## src/hw/la32_pkg.sv

```systemverilog
package la32_pkg;

    // ########################################
    // basic types
    // ########################################

    typedef logic [31:0] word_t;     // data, address and instruction
    typedef logic [4:0]  reg_idx_t;  // general register number
    typedef logic [11:0] alu_op_t;   // one-hot, bit 0 is add

    typedef enum logic [2:0] {
        ST_IF,
        ST_ID,
        ST_EXE,
        ST_MEM,
        ST_WB
    } cpu_state_t;

    // ########################################
    // opcode fields
    // ########################################

    // low bit of each major opcode field, all fields end at bit 31
    localparam int OP17_LSB = 15;  // 3R and shift-imm forms
    localparam int OP10_LSB = 22;  // 2RI12 forms
    localparam int OP7_LSB  = 25;  // 1RI20 forms
    localparam int OP6_LSB  = 26;  // branch and jump forms

    localparam logic [16:0] OP17_ADD_W  = 17'h00020;
    localparam logic [16:0] OP17_SUB_W  = 17'h00022;
    localparam logic [16:0] OP17_SLT    = 17'h00024;
    localparam logic [16:0] OP17_SLTU   = 17'h00025;
    localparam logic [16:0] OP17_NOR    = 17'h00028;
    localparam logic [16:0] OP17_AND    = 17'h00029;
    localparam logic [16:0] OP17_OR     = 17'h0002a;
    localparam logic [16:0] OP17_XOR    = 17'h0002b;
    localparam logic [16:0] OP17_SLLI_W = 17'h00081;
    localparam logic [16:0] OP17_SRLI_W = 17'h00089;
    localparam logic [16:0] OP17_SRAI_W = 17'h00091;

    localparam logic [9:0]  OP10_ADDI_W = 10'h00a;
    localparam logic [9:0]  OP10_LD_W   = 10'h0a2;
    localparam logic [9:0]  OP10_ST_W   = 10'h0a6;

    localparam logic [6:0]  OP7_LU12I_W = 7'h0a;

    localparam logic [5:0]  OP6_JIRL    = 6'h13;
    localparam logic [5:0]  OP6_B       = 6'h14;
    localparam logic [5:0]  OP6_BL      = 6'h15;
    localparam logic [5:0]  OP6_BEQ     = 6'h16;
    localparam logic [5:0]  OP6_BNE     = 6'h17;

endpackage

```

## src/hw/decode_if.sv

```systemverilog
`timescale 1ns/1ns

interface decode_if import la32_pkg::*; ();

    alu_op_t  alu_op;
    word_t    imm;
    word_t    br_offs;
    word_t    jirl_offs;
    logic     src1_is_pc;
    logic     src2_is_imm;
    logic     src_reg_is_rd;  // second read port takes rd
    logic     res_from_mem;
    logic     gr_we;
    logic     mem_we;
    reg_idx_t dest;
    logic     is_b;
    logic     is_bl;
    logic     is_jirl;
    logic     is_beq;
    logic     is_bne;

    modport decoder (
        output alu_op, imm, br_offs, jirl_offs, src1_is_pc, src2_is_imm, src_reg_is_rd,
               res_from_mem, gr_we, mem_we, dest, is_b, is_bl, is_jirl, is_beq, is_bne
    );

    modport control (
        input  alu_op, imm, br_offs, jirl_offs, src1_is_pc, src2_is_imm, src_reg_is_rd,
               res_from_mem, gr_we, mem_we, dest, is_b, is_bl, is_jirl, is_beq, is_bne
    );

endinterface

```

## src/hw/alu.sv

```systemverilog
`timescale 1ns/1ns

module alu import la32_pkg::*; (
    input  alu_op_t alu_op,
    input  word_t   src1,
    input  word_t   src2,
    output word_t   result
);

    logic [4:0] shamt;
    word_t      add_res;
    word_t      sub_res;
    word_t      slt_res;
    word_t      sltu_res;
    word_t      sll_res;
    word_t      srl_res;
    word_t      sra_res;

    assign shamt = src2[4:0];

    assign add_res  = src1 + src2;
    assign sub_res  = src1 - src2;
    assign slt_res  = {31'd0, $signed(src1) < $signed(src2)};
    assign sltu_res = {31'd0, src1 < src2};
    assign sll_res  = src1 << shamt;
    assign srl_res  = src1 >> shamt;
    assign sra_res  = $signed(src1) >>> shamt;

    // and-or mux, zero when no op is set
    assign result = ({32{alu_op[0]}}  & add_res)
                  | ({32{alu_op[1]}}  & sub_res)
                  | ({32{alu_op[2]}}  & slt_res)
                  | ({32{alu_op[3]}}  & sltu_res)
                  | ({32{alu_op[4]}}  & (src1 & src2))
                  | ({32{alu_op[5]}}  & ~(src1 | src2))
                  | ({32{alu_op[6]}}  & (src1 | src2))
                  | ({32{alu_op[7]}}  & (src1 ^ src2))
                  | ({32{alu_op[8]}}  & sll_res)
                  | ({32{alu_op[9]}}  & srl_res)
                  | ({32{alu_op[10]}} & sra_res)
                  | ({32{alu_op[11]}} & src2);  // lui, imm already shifted

endmodule

```

## src/hw/inst_decoder.sv

```systemverilog
`timescale 1ns/1ns

module inst_decoder import la32_pkg::*; (
    input  word_t     inst,
    output reg_idx_t  raddr1,
    output reg_idx_t  raddr2,
    decode_if.decoder dec
);

    reg_idx_t    rd;
    reg_idx_t    rj;
    reg_idx_t    rk;
    logic [11:0] i12;
    logic [15:0] i16;
    logic [19:0] i20;
    logic [25:0] i26;

    logic inst_add_w, inst_sub_w, inst_slt, inst_sltu;
    logic inst_nor, inst_and, inst_or, inst_xor;
    logic inst_slli_w, inst_srli_w, inst_srai_w;
    logic inst_addi_w, inst_ld_w, inst_st_w, inst_lu12i_w;
    logic inst_jirl, inst_b, inst_bl, inst_beq, inst_bne;

    assign rd  = inst[4:0];
    assign rj  = inst[9:5];
    assign rk  = inst[14:10];
    assign i12 = inst[21:10];
    assign i16 = inst[25:10];
    assign i20 = inst[24:5];
    assign i26 = {inst[9:0], inst[25:10]};  // offs[25:16] sits low

    // ########################################
    // opcode match
    // ########################################
    assign inst_add_w   = inst[31:OP17_LSB] == OP17_ADD_W;
    assign inst_sub_w   = inst[31:OP17_LSB] == OP17_SUB_W;
    assign inst_slt     = inst[31:OP17_LSB] == OP17_SLT;
    assign inst_sltu    = inst[31:OP17_LSB] == OP17_SLTU;
    assign inst_nor     = inst[31:OP17_LSB] == OP17_NOR;
    assign inst_and     = inst[31:OP17_LSB] == OP17_AND;
    assign inst_or      = inst[31:OP17_LSB] == OP17_OR;
    assign inst_xor     = inst[31:OP17_LSB] == OP17_XOR;
    assign inst_slli_w  = inst[31:OP17_LSB] == OP17_SLLI_W;
    assign inst_srli_w  = inst[31:OP17_LSB] == OP17_SRLI_W;
    assign inst_srai_w  = inst[31:OP17_LSB] == OP17_SRAI_W;
    assign inst_addi_w  = inst[31:OP10_LSB] == OP10_ADDI_W;
    assign inst_ld_w    = inst[31:OP10_LSB] == OP10_LD_W;
    assign inst_st_w    = inst[31:OP10_LSB] == OP10_ST_W;
    assign inst_lu12i_w = inst[31:OP7_LSB] == OP7_LU12I_W;
    assign inst_jirl    = inst[31:OP6_LSB] == OP6_JIRL;
    assign inst_b       = inst[31:OP6_LSB] == OP6_B;
    assign inst_bl      = inst[31:OP6_LSB] == OP6_BL;
    assign inst_beq     = inst[31:OP6_LSB] == OP6_BEQ;
    assign inst_bne     = inst[31:OP6_LSB] == OP6_BNE;

    // ########################################
    // control bundle
    // ########################################
    assign dec.alu_op = {inst_lu12i_w, inst_srai_w, inst_srli_w, inst_slli_w,
                         inst_xor, inst_or, inst_nor, inst_and,
                         inst_sltu, inst_slt, inst_sub_w,
                         inst_add_w | inst_addi_w | inst_ld_w | inst_st_w | inst_jirl | inst_bl};

    // link value is pc + 4
    assign dec.imm = (inst_jirl | inst_bl) ? 32'd4 :
                     inst_lu12i_w          ? {i20, 12'b0} :
                                             {{20{i12[11]}}, i12};  // ui5 uses low bits only

    assign dec.br_offs   = (inst_b | inst_bl) ? {{4{i26[25]}}, i26, 2'b0} :
                                                {{14{i16[15]}}, i16, 2'b0};
    assign dec.jirl_offs = {{14{i16[15]}}, i16, 2'b0};

    assign dec.src1_is_pc    = inst_jirl | inst_bl | inst_b;
    assign dec.src2_is_imm   = inst_slli_w | inst_srli_w | inst_srai_w | inst_addi_w |
                               inst_ld_w | inst_st_w | inst_lu12i_w | inst_jirl | inst_bl;
    assign dec.src_reg_is_rd = inst_beq | inst_bne | inst_st_w;
    assign dec.res_from_mem  = inst_ld_w;
    assign dec.gr_we         = ~inst_st_w & ~inst_b & ~inst_beq & ~inst_bne;
    assign dec.mem_we        = inst_st_w;
    assign dec.dest          = inst_bl ? 5'd1 : rd;  // bl links through r1

    assign dec.is_b    = inst_b;
    assign dec.is_bl   = inst_bl;
    assign dec.is_jirl = inst_jirl;
    assign dec.is_beq  = inst_beq;
    assign dec.is_bne  = inst_bne;

    assign raddr1 = rj;
    assign raddr2 = dec.src_reg_is_rd ? rd : rk;

endmodule

```

## src/hw/mc_control.sv

```systemverilog
`timescale 1ns/1ns

module mc_control import la32_pkg::*; #(
    parameter word_t RESET_PC = 32'h1c00_0000
) (
    input  logic      clk,
    input  logic      reset,
    decode_if.control dec,
    input  word_t     inst_sram_rdata,
    input  word_t     data_sram_rdata,
    input  word_t     rdata1,
    input  word_t     rdata2,
    input  word_t     alu_result,
    output word_t     inst,
    output word_t     inst_sram_addr,
    output logic      data_sram_we,
    output word_t     data_sram_addr,
    output word_t     data_sram_wdata,
    output word_t     alu_src1,
    output word_t     alu_src2,
    output logic      rf_we,
    output reg_idx_t  rf_waddr,
    output word_t     rf_wdata,
    output word_t     debug_wb_pc
);

    cpu_state_t state;
    cpu_state_t state_nxt;
    word_t      pc;
    word_t      seq_pc;
    word_t      br_target;
    word_t      store_data;
    word_t      alu_res_q;
    word_t      mem_res_q;
    logic       rj_eq_rd;
    logic       br_taken;

    // ########################################
    // state machine and pc
    // ########################################
    always_comb begin
        state_nxt = ST_IF;
        case (state)
            ST_IF:  state_nxt = ST_ID;
            ST_ID:  state_nxt = (dec.is_b | dec.is_beq | dec.is_bne) ? ST_IF : ST_EXE;
            ST_EXE: state_nxt = (dec.mem_we | dec.res_from_mem) ? ST_MEM : ST_WB;
            ST_MEM: state_nxt = dec.res_from_mem ? ST_WB : ST_IF;
            default: state_nxt = ST_IF;  // WB and anything odd
        endcase
    end

    assign seq_pc    = pc + 32'd4;
    assign rj_eq_rd  = rdata1 == rdata2;
    assign br_taken  = (dec.is_beq & rj_eq_rd) | (dec.is_bne & ~rj_eq_rd)
                     | dec.is_b | dec.is_bl | dec.is_jirl;
    assign br_target = dec.is_jirl ? rdata1 + dec.jirl_offs : pc + dec.br_offs;

    always_ff @(posedge clk) begin
        if (reset) begin
            state <= ST_IF;
            pc    <= RESET_PC;
        end else begin
            state <= state_nxt;
            if (state == ST_ID) begin
                pc <= br_taken ? br_target : seq_pc;  // resolved in decode
            end
        end
    end

    // ########################################
    // payload registers
    // ########################################
    always_ff @(posedge clk) begin
        case (state)
            ST_IF: inst <= inst_sram_rdata;
            ST_ID: begin
                debug_wb_pc <= pc;
                alu_src1    <= dec.src1_is_pc ? pc : rdata1;
                alu_src2    <= dec.src2_is_imm ? dec.imm : rdata2;
                store_data  <= rdata2;  // rd for st.w
            end
            ST_EXE: alu_res_q <= alu_result;
            ST_MEM: begin
                if (dec.res_from_mem) begin
                    mem_res_q <= data_sram_rdata;
                end
            end
            default: ;
        endcase
    end

    assign inst_sram_addr  = pc;
    assign data_sram_we    = (state == ST_MEM) && dec.mem_we;
    assign data_sram_addr  = alu_res_q;
    assign data_sram_wdata = store_data;
    assign rf_we           = (state == ST_WB) && dec.gr_we;
    assign rf_waddr        = dec.dest;
    assign rf_wdata        = dec.res_from_mem ? mem_res_q : alu_res_q;

    // ########################################
    // checks
    // ########################################
    a_state_legal: assert property (
        @(posedge clk) disable iff (reset)
        state inside {ST_IF, ST_ID, ST_EXE, ST_MEM, ST_WB}
    ) else $error("illegal state %0d", state);

    a_store_in_mem: assert property (
        @(posedge clk) disable iff (reset)
        data_sram_we |-> state == ST_MEM && $past(state) == ST_EXE
    ) else $error("data write outside memory state");

    a_rf_we_in_wb: assert property (
        @(posedge clk) disable iff (reset)
        rf_we |-> state == ST_WB && $past(state) inside {ST_EXE, ST_MEM}
    ) else $error("register write outside writeback");

endmodule

```

## src/hw/mycpu_top.sv

```systemverilog
`timescale 1ns/1ns

module mycpu_top import la32_pkg::*; #(
    parameter word_t RESET_PC = 32'h1c00_0000
) (
    input  logic     clk,
    input  logic     reset,
    // instruction sram
    output logic     inst_sram_we,
    output word_t    inst_sram_addr,
    output word_t    inst_sram_wdata,
    input  word_t    inst_sram_rdata,
    // data sram
    output logic     data_sram_we,
    output word_t    data_sram_addr,
    output word_t    data_sram_wdata,
    input  word_t    data_sram_rdata,
    // writeback trace
    output word_t    debug_wb_pc,
    output logic [3:0] debug_wb_rf_we,
    output reg_idx_t debug_wb_rf_wnum,
    output word_t    debug_wb_rf_wdata
);

    word_t    inst;
    reg_idx_t raddr1;
    reg_idx_t raddr2;
    word_t    rdata1;
    word_t    rdata2;
    word_t    alu_src1;
    word_t    alu_src2;
    word_t    alu_result;
    logic     rf_we;
    reg_idx_t rf_waddr;
    word_t    rf_wdata;

    decode_if dec_bus ();

    inst_decoder i_inst_decoder (
        .inst   (inst),
        .raddr1 (raddr1),
        .raddr2 (raddr2),
        .dec    (dec_bus.decoder)
    );

    regfile i_regfile (
        .clk    (clk),
        .raddr1 (raddr1),
        .raddr2 (raddr2),
        .we     (rf_we),
        .waddr  (rf_waddr),
        .wdata  (rf_wdata),
        .rdata1 (rdata1),
        .rdata2 (rdata2)
    );

    alu i_alu (
        .alu_op (dec_bus.alu_op),
        .src1   (alu_src1),
        .src2   (alu_src2),
        .result (alu_result)
    );

    mc_control #(
        .RESET_PC (RESET_PC)
    ) i_mc_control (
        .clk             (clk),
        .reset           (reset),
        .dec             (dec_bus.control),
        .inst_sram_rdata (inst_sram_rdata),
        .data_sram_rdata (data_sram_rdata),
        .rdata1          (rdata1),
        .rdata2          (rdata2),
        .alu_result      (alu_result),
        .inst            (inst),
        .inst_sram_addr  (inst_sram_addr),
        .data_sram_we    (data_sram_we),
        .data_sram_addr  (data_sram_addr),
        .data_sram_wdata (data_sram_wdata),
        .alu_src1        (alu_src1),
        .alu_src2        (alu_src2),
        .rf_we           (rf_we),
        .rf_waddr        (rf_waddr),
        .rf_wdata        (rf_wdata),
        .debug_wb_pc     (debug_wb_pc)
    );

    assign inst_sram_we      = 1'b0;  // instruction memory is read only
    assign inst_sram_wdata   = 32'd0;
    assign debug_wb_rf_we    = {4{rf_we}};
    assign debug_wb_rf_wnum  = rf_waddr;
    assign debug_wb_rf_wdata = rf_wdata;

endmodule

```

## src/hw/regfile.sv

```systemverilog
`timescale 1ns/1ns

module regfile import la32_pkg::*; (
    input  logic     clk,
    input  reg_idx_t raddr1,
    input  reg_idx_t raddr2,
    input  logic     we,
    input  reg_idx_t waddr,
    input  word_t    wdata,
    output word_t    rdata1,
    output word_t    rdata2
);

    word_t rf [32];

    always_ff @(posedge clk) begin
        if (we && waddr != 5'd0) begin  // r0 stays zero
            rf[waddr] <= wdata;
        end
    end

    assign rdata1 = (raddr1 == 5'd0) ? 32'd0 : rf[raddr1];
    assign rdata2 = (raddr2 == 5'd0) ? 32'd0 : rf[raddr2];

    // the write number comes from the decoder through the control unit
    a_waddr_known: assert property (
        @(posedge clk) we |-> !$isunknown(waddr)
    ) else $error("register write with unknown address");

endmodule

```

## config.mk

```make
export PLATFORM = sky130hd
export DESIGN_NAME = mycpu_top
export DESIGN_NICKNAME = d
export VERILOG_FILES = /design/src/hw/la32_pkg.sv /design/src/hw/decode_if.sv /design/src/hw/alu.sv /design/src/hw/inst_decoder.sv /design/src/hw/mc_control.sv /design/src/hw/mycpu_top.sv /design/src/hw/regfile.sv
export SDC_FILE = /design/constraint.sdc
export NUM_CORES = 2
export LEC_CHECK = 0
export ABC_CLOCK_PERIOD_IN_PS = 8430
export CAP_MARGIN = 20
export CORE_UTILIZATION = 49
export CTS_BUF_LIST = sky130_fd_sc_hd__clkbuf_4
export CTS_CLUSTER_SIZE = 12
export DETAILED_ROUTE_END_ITERATION = 7
export DONT_BUFFER_PORTS = 1
export GPL_ROUTABILITY_DRIVEN = 0
export SETUP_SLACK_MARGIN = 0.2
export SYNTH_ARGS = -nofsm -noshare
export SYNTH_HDL_FRONTEND = slang
export SYNTH_SLANG_ARGS = --single-unit
```

## constraint.sdc

```tcl
create_clock -name clk -period 8.43 [get_ports clk]
set_input_delay 0.843 -clock clk [delete_from_list [all_inputs] [get_ports clk]]
set_output_delay 0.843 -clock clk [all_outputs]
set_load 0.02 [all_outputs]
```

# Word-level counts from Yosys, hierarchy flattened
# Memories as Yosys holds them, arrays and structs flattened. A register that Yosys moved wholly into a read port is not among the register bits.
# Index checks and enable logic that the tools add are counted.
[totals] reg_bits=259 mem_bits_rw=1024 input_bits=66 output_inout_bits=203 elab_cells=134 n_memories=1
[classes] addsub=5 order_cmp=2 n_eq_ne=25 n_shift=3 n_mux=19 n_bitwise=62 n_reduce_logical=8
[memory_table] memory="i_regfile.rf" words=32 width=32 rd=2 rd_clocked_by_memory_dff=1 wr=1 line_no="regfile.sv:14" text="word_t rf [32];"
[ops] cell="bitwise OR 32 bit" count=12
[ops] cell="AND 32 bit" count=11
[ops] cell="2-to-1 mux 32 bit" count=10
[ops] cell="== test 17 x 6 -> 1 bit (second input constant)" count=8
[ops] cell="adder 32 bit" count=3
[ops] cell="AND 32 x 1 -> 32 bit" count=2
[ops] cell="< comparator 32 bit" count=2
[ops] cell="== test 17 x 8 -> 1 bit (second input constant)" count=3
[ops] cell="adder 32 x 3 -> 32 bit (second input constant)" count=1
[ops] cell="== test 32 bit" count=1
[ops] cell="inverter 32 bit" count=1
[ops] cell="<< shifter 32 x 5 -> 32 bit" count=1
[ops] cell=">> shifter 32 x 5 -> 32 bit" count=1
[ops] cell=">>> shifter 32 x 5 -> 32 bit" count=1
[ops] cell="subtractor 32 bit" count=1
[ops] cell="bitwise XOR 32 bit" count=1
[ops] cell="== test 6 x 5 -> 1 bit (second input constant)" count=5
[ops] cell="bitwise OR 1 bit" count=25
[ops] cell="== test 10 x 8 -> 1 bit (second input constant)" count=2
[ops] cell="2-to-1 mux 5 bit" count=3
[ops] cell="case mux 3 bit (4 select lines)" count=1
[ops] cell="== test 10 x 4 -> 1 bit (second input constant)" count=1
[ops] cell="logical NOT 5 bit" count=2
[ops] cell="== test 7 x 4 -> 1 bit (second input constant)" count=1
[ops] cell="12 further kinds" count=25

# Depth between registers and ports, before layout
[logic_depth] word_depth=18 depth_mapped=26 mapped_depth_nobuf=21

# Hierarchy
# From an unflattened synthesis, not the netlist that was laid out.
[hier_totals] cells_unflattened=5268 area_unflattened_um2=72437.0
[modules_own_cells] module="regfile" n_inst=1 cells_per_inst=2564 area_each_um2=47929.7 seq_area_each_um2=30749.5
[modules_own_cells] module="mc_control" n_inst=1 cells_per_inst=1164 area_each_um2=13775.7 seq_area_each_um2=7427.1
[modules_own_cells] module="alu" n_inst=1 cells_per_inst=1310 area_each_um2=9131.3 seq_area_each_um2=0.0
[modules_own_cells] module="inst_decoder" n_inst=1 cells_per_inst=192 area_each_um2=1318.8 seq_area_each_um2=0.0
[modules_own_cells] module="mycpu_top" n_inst=1 cells_per_inst=38 area_each_um2=281.5 seq_area_each_um2=0.0

# Worst setup path before layout
# No wires, ideal clock.
[synth_timing] path_kind="flip-flop to flip-flop" start="register i_mc_control.state[2]" end="register i_mc_control.state[1]" setup_time_ps=93 arrival_time_ps=5280 required_time_ps=8337 path_slack_ps=3057 path_stages_with_launch=8 n_path_buf=2 synth_period_minus_slack_ps=5373 path_cell_list="dfxtp_1 -> clkbuf_1 -> nor2_1 -> nand2_1 -> inv_1 -> clkbuf_1 -> o21ai_0 -> a211oi_1"
[synth_between] elab_chain_len=2
[synth_rtl] item="from (decl)" line_no="mc_control.sv:27" text="cpu_state_t state;"
[synth_rtl] item="from (signal assigned)" line_no="mc_control.sv:63" text="state <= state_nxt;"
[synth_rtl] item="== test 3 x 2 -> 1 bit (tied with other cells)" line_no="mc_control.sv:43" text="case (state)"
[synth_rtl] item="case mux 3 bit (4 select lines) *" line_no="mc_control.sv:43"
# Every way passes the cells marked *; elsewhere a longest branch is shown, timed or not.
# A chain may end at the register's enable or synchronous reset.

# Worst setup path after layout
[layout_timing] start="register i_mc_control.inst[31]" end="register i_mc_control.pc[2] (netlist: i_mc_control.inst_sram_addr[2])"
[layout_between] elab_chain_len=14
[layout_rtl] item="from (decl)" line_no="mc_control.sv:14" text="output word_t inst,"
[layout_rtl] item="from (signal assigned)" line_no="mc_control.sv:75" text="ST_IF: inst <= inst_sram_rdata;"
[layout_rtl] item="== test 6 x 5 -> 1 bit, on equally long branches" line_no="inst_decoder.sv:53, inst_decoder.sv:54"
[layout_rtl] item="bitwise OR 1 bit (2 in a row)" line_no="inst_decoder.sv:76" text="assign dec.src_reg_is_rd = inst_beq | inst_bne | inst_st_w;"
[layout_rtl] item="2-to-1 mux 5 bit" line_no="inst_decoder.sv:89" text="assign raddr2 = dec.src_reg_is_rd ? rd : rk;"
[layout_rtl] item="memory read (32 x 32 bit) / logical NOT 5 bit (equally long branches)"
[layout_rtl] item="2-to-1 mux 32 bit" line_no="regfile.sv:23" text="assign rdata2 = (raddr2 == 5'd0) ? 32'd0 : rf[raddr2];"
[layout_rtl] item="== test 32 bit" line_no="mc_control.sv:53" text="assign rj_eq_rd = rdata1 == rdata2;"
[layout_rtl] item="inverter 1 bit" line_no="mc_control.sv:54" text="assign br_taken = (dec.is_beq & rj_eq_rd) | (dec.is_bne & ~rj_eq_rd)"
[layout_rtl] item="AND 1 bit" line_no="mc_control.sv:54"
[layout_rtl] item="bitwise OR 1 bit" line_no="mc_control.sv:54"
[layout_rtl] item="bitwise OR 1 bit (3 in a row)" line_no="mc_control.sv:55" text="| dec.is_b | dec.is_bl | dec.is_jirl;"
[layout_rtl] item="2-to-1 mux 32 bit *" line_no="mc_control.sv:65" text="pc <= br_taken ? br_target : seq_pc;"
[layout_rtl] item="to (signal assigned)" line_no="mc_control.sv:65"
[layout_rtl] item="to (decl)" line_no="mc_control.sv:29" text="word_t pc;"
# Marks and branches as above.

==> summary.txt <==
Timing
  – Time the final worst path needs with I/O delays and setup: around 8.1 ns
  – Worst Tran Pin Value: approximately 1.3 ns
  – Min Hold Slack: about 0.14 ns
  – Final number of hold-violating endpoints: 0
  – F_max: around 120 MHz
  – Final setup violation count: 0
  – Worst clock skew: between 0.1 and 0.15 ns
  – Share of the cycle needed by the critical path after routing: 0.9590
  – Relative slew slack: 0.1059
  – TNS Setup: 0 ns
  – Pins Over Slew Limit: 0
  – Unrepaired setup endpoints after global routing: no

CTS
  – CTS tree: built
  – Worst-Skew Late Latency: 1.36 ns
  – Htree depth: 5
  – Number of buffers on the longest clock path: 4
  – Post-CTS Resized: 0
  – Clock-pin transition on the worst setup and hold timing paths: around 0.08 ns
  – Clock tree root driver cell: sky130_fd_sc_hd__clkbuf_4
  – TritonCTS buffer count: about 360
  – Total number of clock tree sinks: between 1000 and 1500

Power and ir drop
  – Proportion of total power due to net switching: 0.3709
  – Clock power share: 0.277
  – Part of the power in registers: 0.397
  – Peak supply drop: roughly 0.11 mV
  – Internal power contribution: 12350 uW
  – Combinational Power Share: 0.326
  – Leakage power figure: 0.02837 uW
  – Pwr dens: between 200 and 250 nW/um^2
  – Switching Power: 7282 uW

Global routing
  – Global routing usage on met2: 0.5692
  – Via count of the first global-routing pass: 52900
  – Met1 track demand over resource: 0.4795
  – Global-route total usage across every layer: 0.3788
  – Total grt overflow: 0
  – Largest net degree at the start of global routing: between 100 and 150
  – GRT busiest layer: met2
  – Met3 demand-to-capacity share in global routing: 0.1039
  – Global-route wire length before repair: 393000 um
  – Initial antenna violation count: 14

Floorplanning
  – Initial cell density of the core: 0.4963
  – Horiz. Die Dim: approximately 380 um
  – Total Die Area: approximately 150000 sq um
  – Number of I/O pins: roughly 270
  – Site row count: around 140
  – Height of the die: around 380 um
  – Core region area: 144200 sq um

Worst setup path
  – Biggest cell delay along the critical path: roughly 1.0 ns
  – Critical path peak fanout: 35
  – CP Cell Sequence: nor4b_1, and4_2, buf_4, o211ai_4, a21oi_2, a32o_1, a2111oi_0, a22oi_1, xnor2_1, a2111oi_0, nand4_1, nor2_1, a221oi_4, buf_4, or3_1, a31oi_1, dlygate4sd3_1
  – Arrival time at the worst endpoint: ~9.4 ns
  – Setup CP Type: reg2reg
  – Slowest-stage cell, CP: sky130_fd_sc_hd__a22oi_1
  – Crit path capture type: flop
  – FF-to-FF setup slack: around 0.35 ns
  – Crit path launch type: flop
  – Delay-heaviest family, CP: compound AO/OA/AOI/OAI gates
  – Critical path buffer and inverter count: 3
  – Required time reported for the critical path endpoint: about 9.7 ns

Final layout
  – Share of final-layout standard cells stronger than drive strength 1: 0.2020
  – Area overhead of the layout relative to synthesis: 10.56%
  – Final std cell area, no fill: roughly 80000 sq um
  – Fill cell total of the finished layout: 12240
  – # nets final: a little over 6000
  – Final Core Density: 0.5488

Detailed routing
  – Total wirelength of the detailed-routed design: roughly 280000 um
  – Post-DRT Antenna Nets: 0
  – Remaining DRCs: 3
  – Mean routed wirelength per cell: ~35 um
  – Violation count after the first detailed-routing iteration: roughly 8600
  – Total via count in the routed design: between 50000 and 60000
  – Vias per inst: approximately 6.9
  – Detailed-router iteration count before antenna repair: 8

Synth
  – Share of the synthesized area in the top cell type: 0.5237
  – Cell Area, Synth: ~72000 sq um
  – EDFF count, synth: 1248
  – Dominant synthesized flop cell: sky130_fd_sc_hd__edfxtp_1
  – Most frequent cell after synthesis: sky130_fd_sc_hd__edfxtp_1
  – Syn avg cell area: 12.67 sq um
  – Share of async-settable or async-resettable flops after synthesis: 0
  – Leading area contributor after synthesis: sky130_fd_sc_hd__edfxtp_1
  – Post-Syn Instances: 5648
  – Synth warn: 0
  – Flip-flop and latch count after synthesis: 1288
  – Share of synthesized area occupied by flip-flops and latches: 0.5349
  – Number of distinct library cells after synthesis: 100
  – Dominant cells by area after synthesis: sky130_fd_sc_hd__edfxtp_1 52%, sky130_fd_sc_hd__mux4_2 10%, sky130_fd_sc_hd__mux2i_1 6.1%
  – Ranking of synthesized cells by instance count: 1248 x sky130_fd_sc_hd__edfxtp_1, 578 x sky130_fd_sc_hd__nand2_1, 437 x sky130_fd_sc_hd__mux2i_1, 324 x sky130_fd_sc_hd__mux4_2, 311 x sky130_fd_sc_hd__nor2_1

Run status
  – Failing checks: design-rule violations
  – Status: finished with violations

Worst hold path
  – Worst Hold Class: in2reg

Placed design
  – Placement Cell Area: approximately 74000 sq um
  – DPL Wire Length: 182300 um
  – Port Buffer Count: 0

Run
  – Max_cap viols: 0
per-stage QoR:
step           cells  setup WS [ns]  total power (uW)
3_3_place_gp    7383         0.9983             13970
5_1_grt         8053         0.2599             20240
4_1_cts         8041         0.6983             19430
3_5_place_dp    7388         0.9692             14010
2_1_floorplan   5712          3.057             11760
6_report        8057         0.3458             19630
final cells by class:
cell class	instances	area (sq um)	share of cell area
Clock buffer	497	3731	0.04716
Tap cell	1903	2381	0.03010
Multi-Input combinational cell	3823	31170	0.3940
Timing Repair Buffer	265	2397	0.03030
Clock inverter	89	434.2	0.005488
Sequential cell	1288	38290	0.4840
Antenna cell	15	37.54	0.0004744
Inverter	177	669.4	0.008461
kinds of logic after synthesis:
family / count (synthesis) / synth area share
buf+inv: 601 / 0.03817
mux: 851 / 0.1773
compound gates: 1228 / 0.1194
other cells: 1 / 0.00005241
flops: 1288 / 0.5349
simple gates: 1437 / 0.09175
xor+xnor: 82 / 0.01004
fa+ha+maj: 160 / 0.02840
flip-flops by register name, indices dropped and copies added (netlist names), named ones only:
register	count
i_mc_control.data_sram_addr	32
i_mc_control.debug_wb_pc	32
i_mc_control.data_sram_wdata	32
i_mc_control.alu_src1	32
i_mc_control.alu_src2	32
i_regfile.rf	1024
i_mc_control.inst	32
i_mc_control.state	3
i_mc_control.mem_res_q	32
i_mc_control.inst_sram_addr	32
path summary, 6_finish.rpt:
kind                               from                              to  cells after the start
setup / recovery  i_mc_control.inst[31]  i_mc_control.inst_sram_addr[2]                     17
hold / removal      inst_sram_rdata[10]           i_mc_control.inst[10]                      1
setup reg to reg  i_mc_control.inst[31]  i_mc_control.inst_sram_addr[2]                     17
hold reg to reg   i_mc_control.state[2]           i_mc_control.state[1]                      1
worst reg2reg max path, delay by kind of cell (launching register included):
kind                   cells  cell delay (ns)
AO/OA/AOI/OAI              8             3.58
XOR/XNOR                   1             0.17
buffers and inverters      3             1.27
flip-flops                 1             0.53
AND/OR/NAND/NOR            5             2.51
power by group through the flow:
stage          registers [uW]  clock network, uW  logic, uW
3_3_place_gp             7890                  0       6080
3_5_place_dp             7900                  0       6110
6_report                 7790               5450       6400
4_1_cts                  7760               5500       6170
5_1_grt                  7780               5830       6640
2_1_floorplan            7650                  0       4110
placed cells by master, fill, tap and decap left out, types with 25 or more instances in the layout:
master	n
sky130_fd_sc_hd__xor2_1	30
sky130_fd_sc_hd__a21o_1	61
sky130_fd_sc_hd__a31oi_1	43
sky130_fd_sc_hd__mux4_2	324
sky130_fd_sc_hd__mux2i_1	436
sky130_fd_sc_hd__o22ai_1	65
sky130_fd_sc_hd__nor3_1	75
sky130_fd_sc_hd__a221oi_1	41
sky130_fd_sc_hd__nor2b_1	28
sky130_fd_sc_hd__clkbuf_4	497
sky130_fd_sc_hd__o211ai_1	84
sky130_fd_sc_hd__ha_1	156
sky130_fd_sc_hd__nand3_1	191
sky130_fd_sc_hd__dfxtp_1	35
sky130_fd_sc_hd__a211oi_1	36
sky130_fd_sc_hd__a32oi_1	40
sky130_fd_sc_hd__o21bai_1	25
sky130_fd_sc_hd__clkinv_1	68
sky130_fd_sc_hd__nor2_1	276
sky130_fd_sc_hd__nor2_4	34
sky130_fd_sc_hd__nand2b_1	41
sky130_fd_sc_hd__nand4_1	42
sky130_fd_sc_hd__inv_1	174
sky130_fd_sc_hd__edfxtp_1	1248
sky130_fd_sc_hd__dlygate4sd3_1	66
sky130_fd_sc_hd__xnor2_1	52
sky130_fd_sc_hd__o21ai_0	256
sky130_fd_sc_hd__and3_1	48
sky130_fd_sc_hd__conb_1	65
sky130_fd_sc_hd__a21oi_1	225
sky130_fd_sc_hd__nand2_1	576
sky130_fd_sc_hd__mux2_2	89
sky130_fd_sc_hd__buf_4	177
sky130_fd_sc_hd__o2111ai_1	70
routing by layer:
| metal | vias to the layer above | share of wire | routed length (um) |
|---|---|---|---|
| met5 | - | 0.00024 | 68 |
| met4 | 10 | 0.078 | 22180 |
| met3 | 1050 | 0.13 | 36030 |
| met2 | 4422 | 0.44 | 124600 |
| met1 | 27560 | 0.36 | 100900 |
| li1 | 22910 | - | - |
timing repair:
item	in CTS	in global routing
hold buffers	67	0
setup buffers	0	0
hold endpoints to repair	103	0
Note: power is estimated with default switching activity, not from simulation.
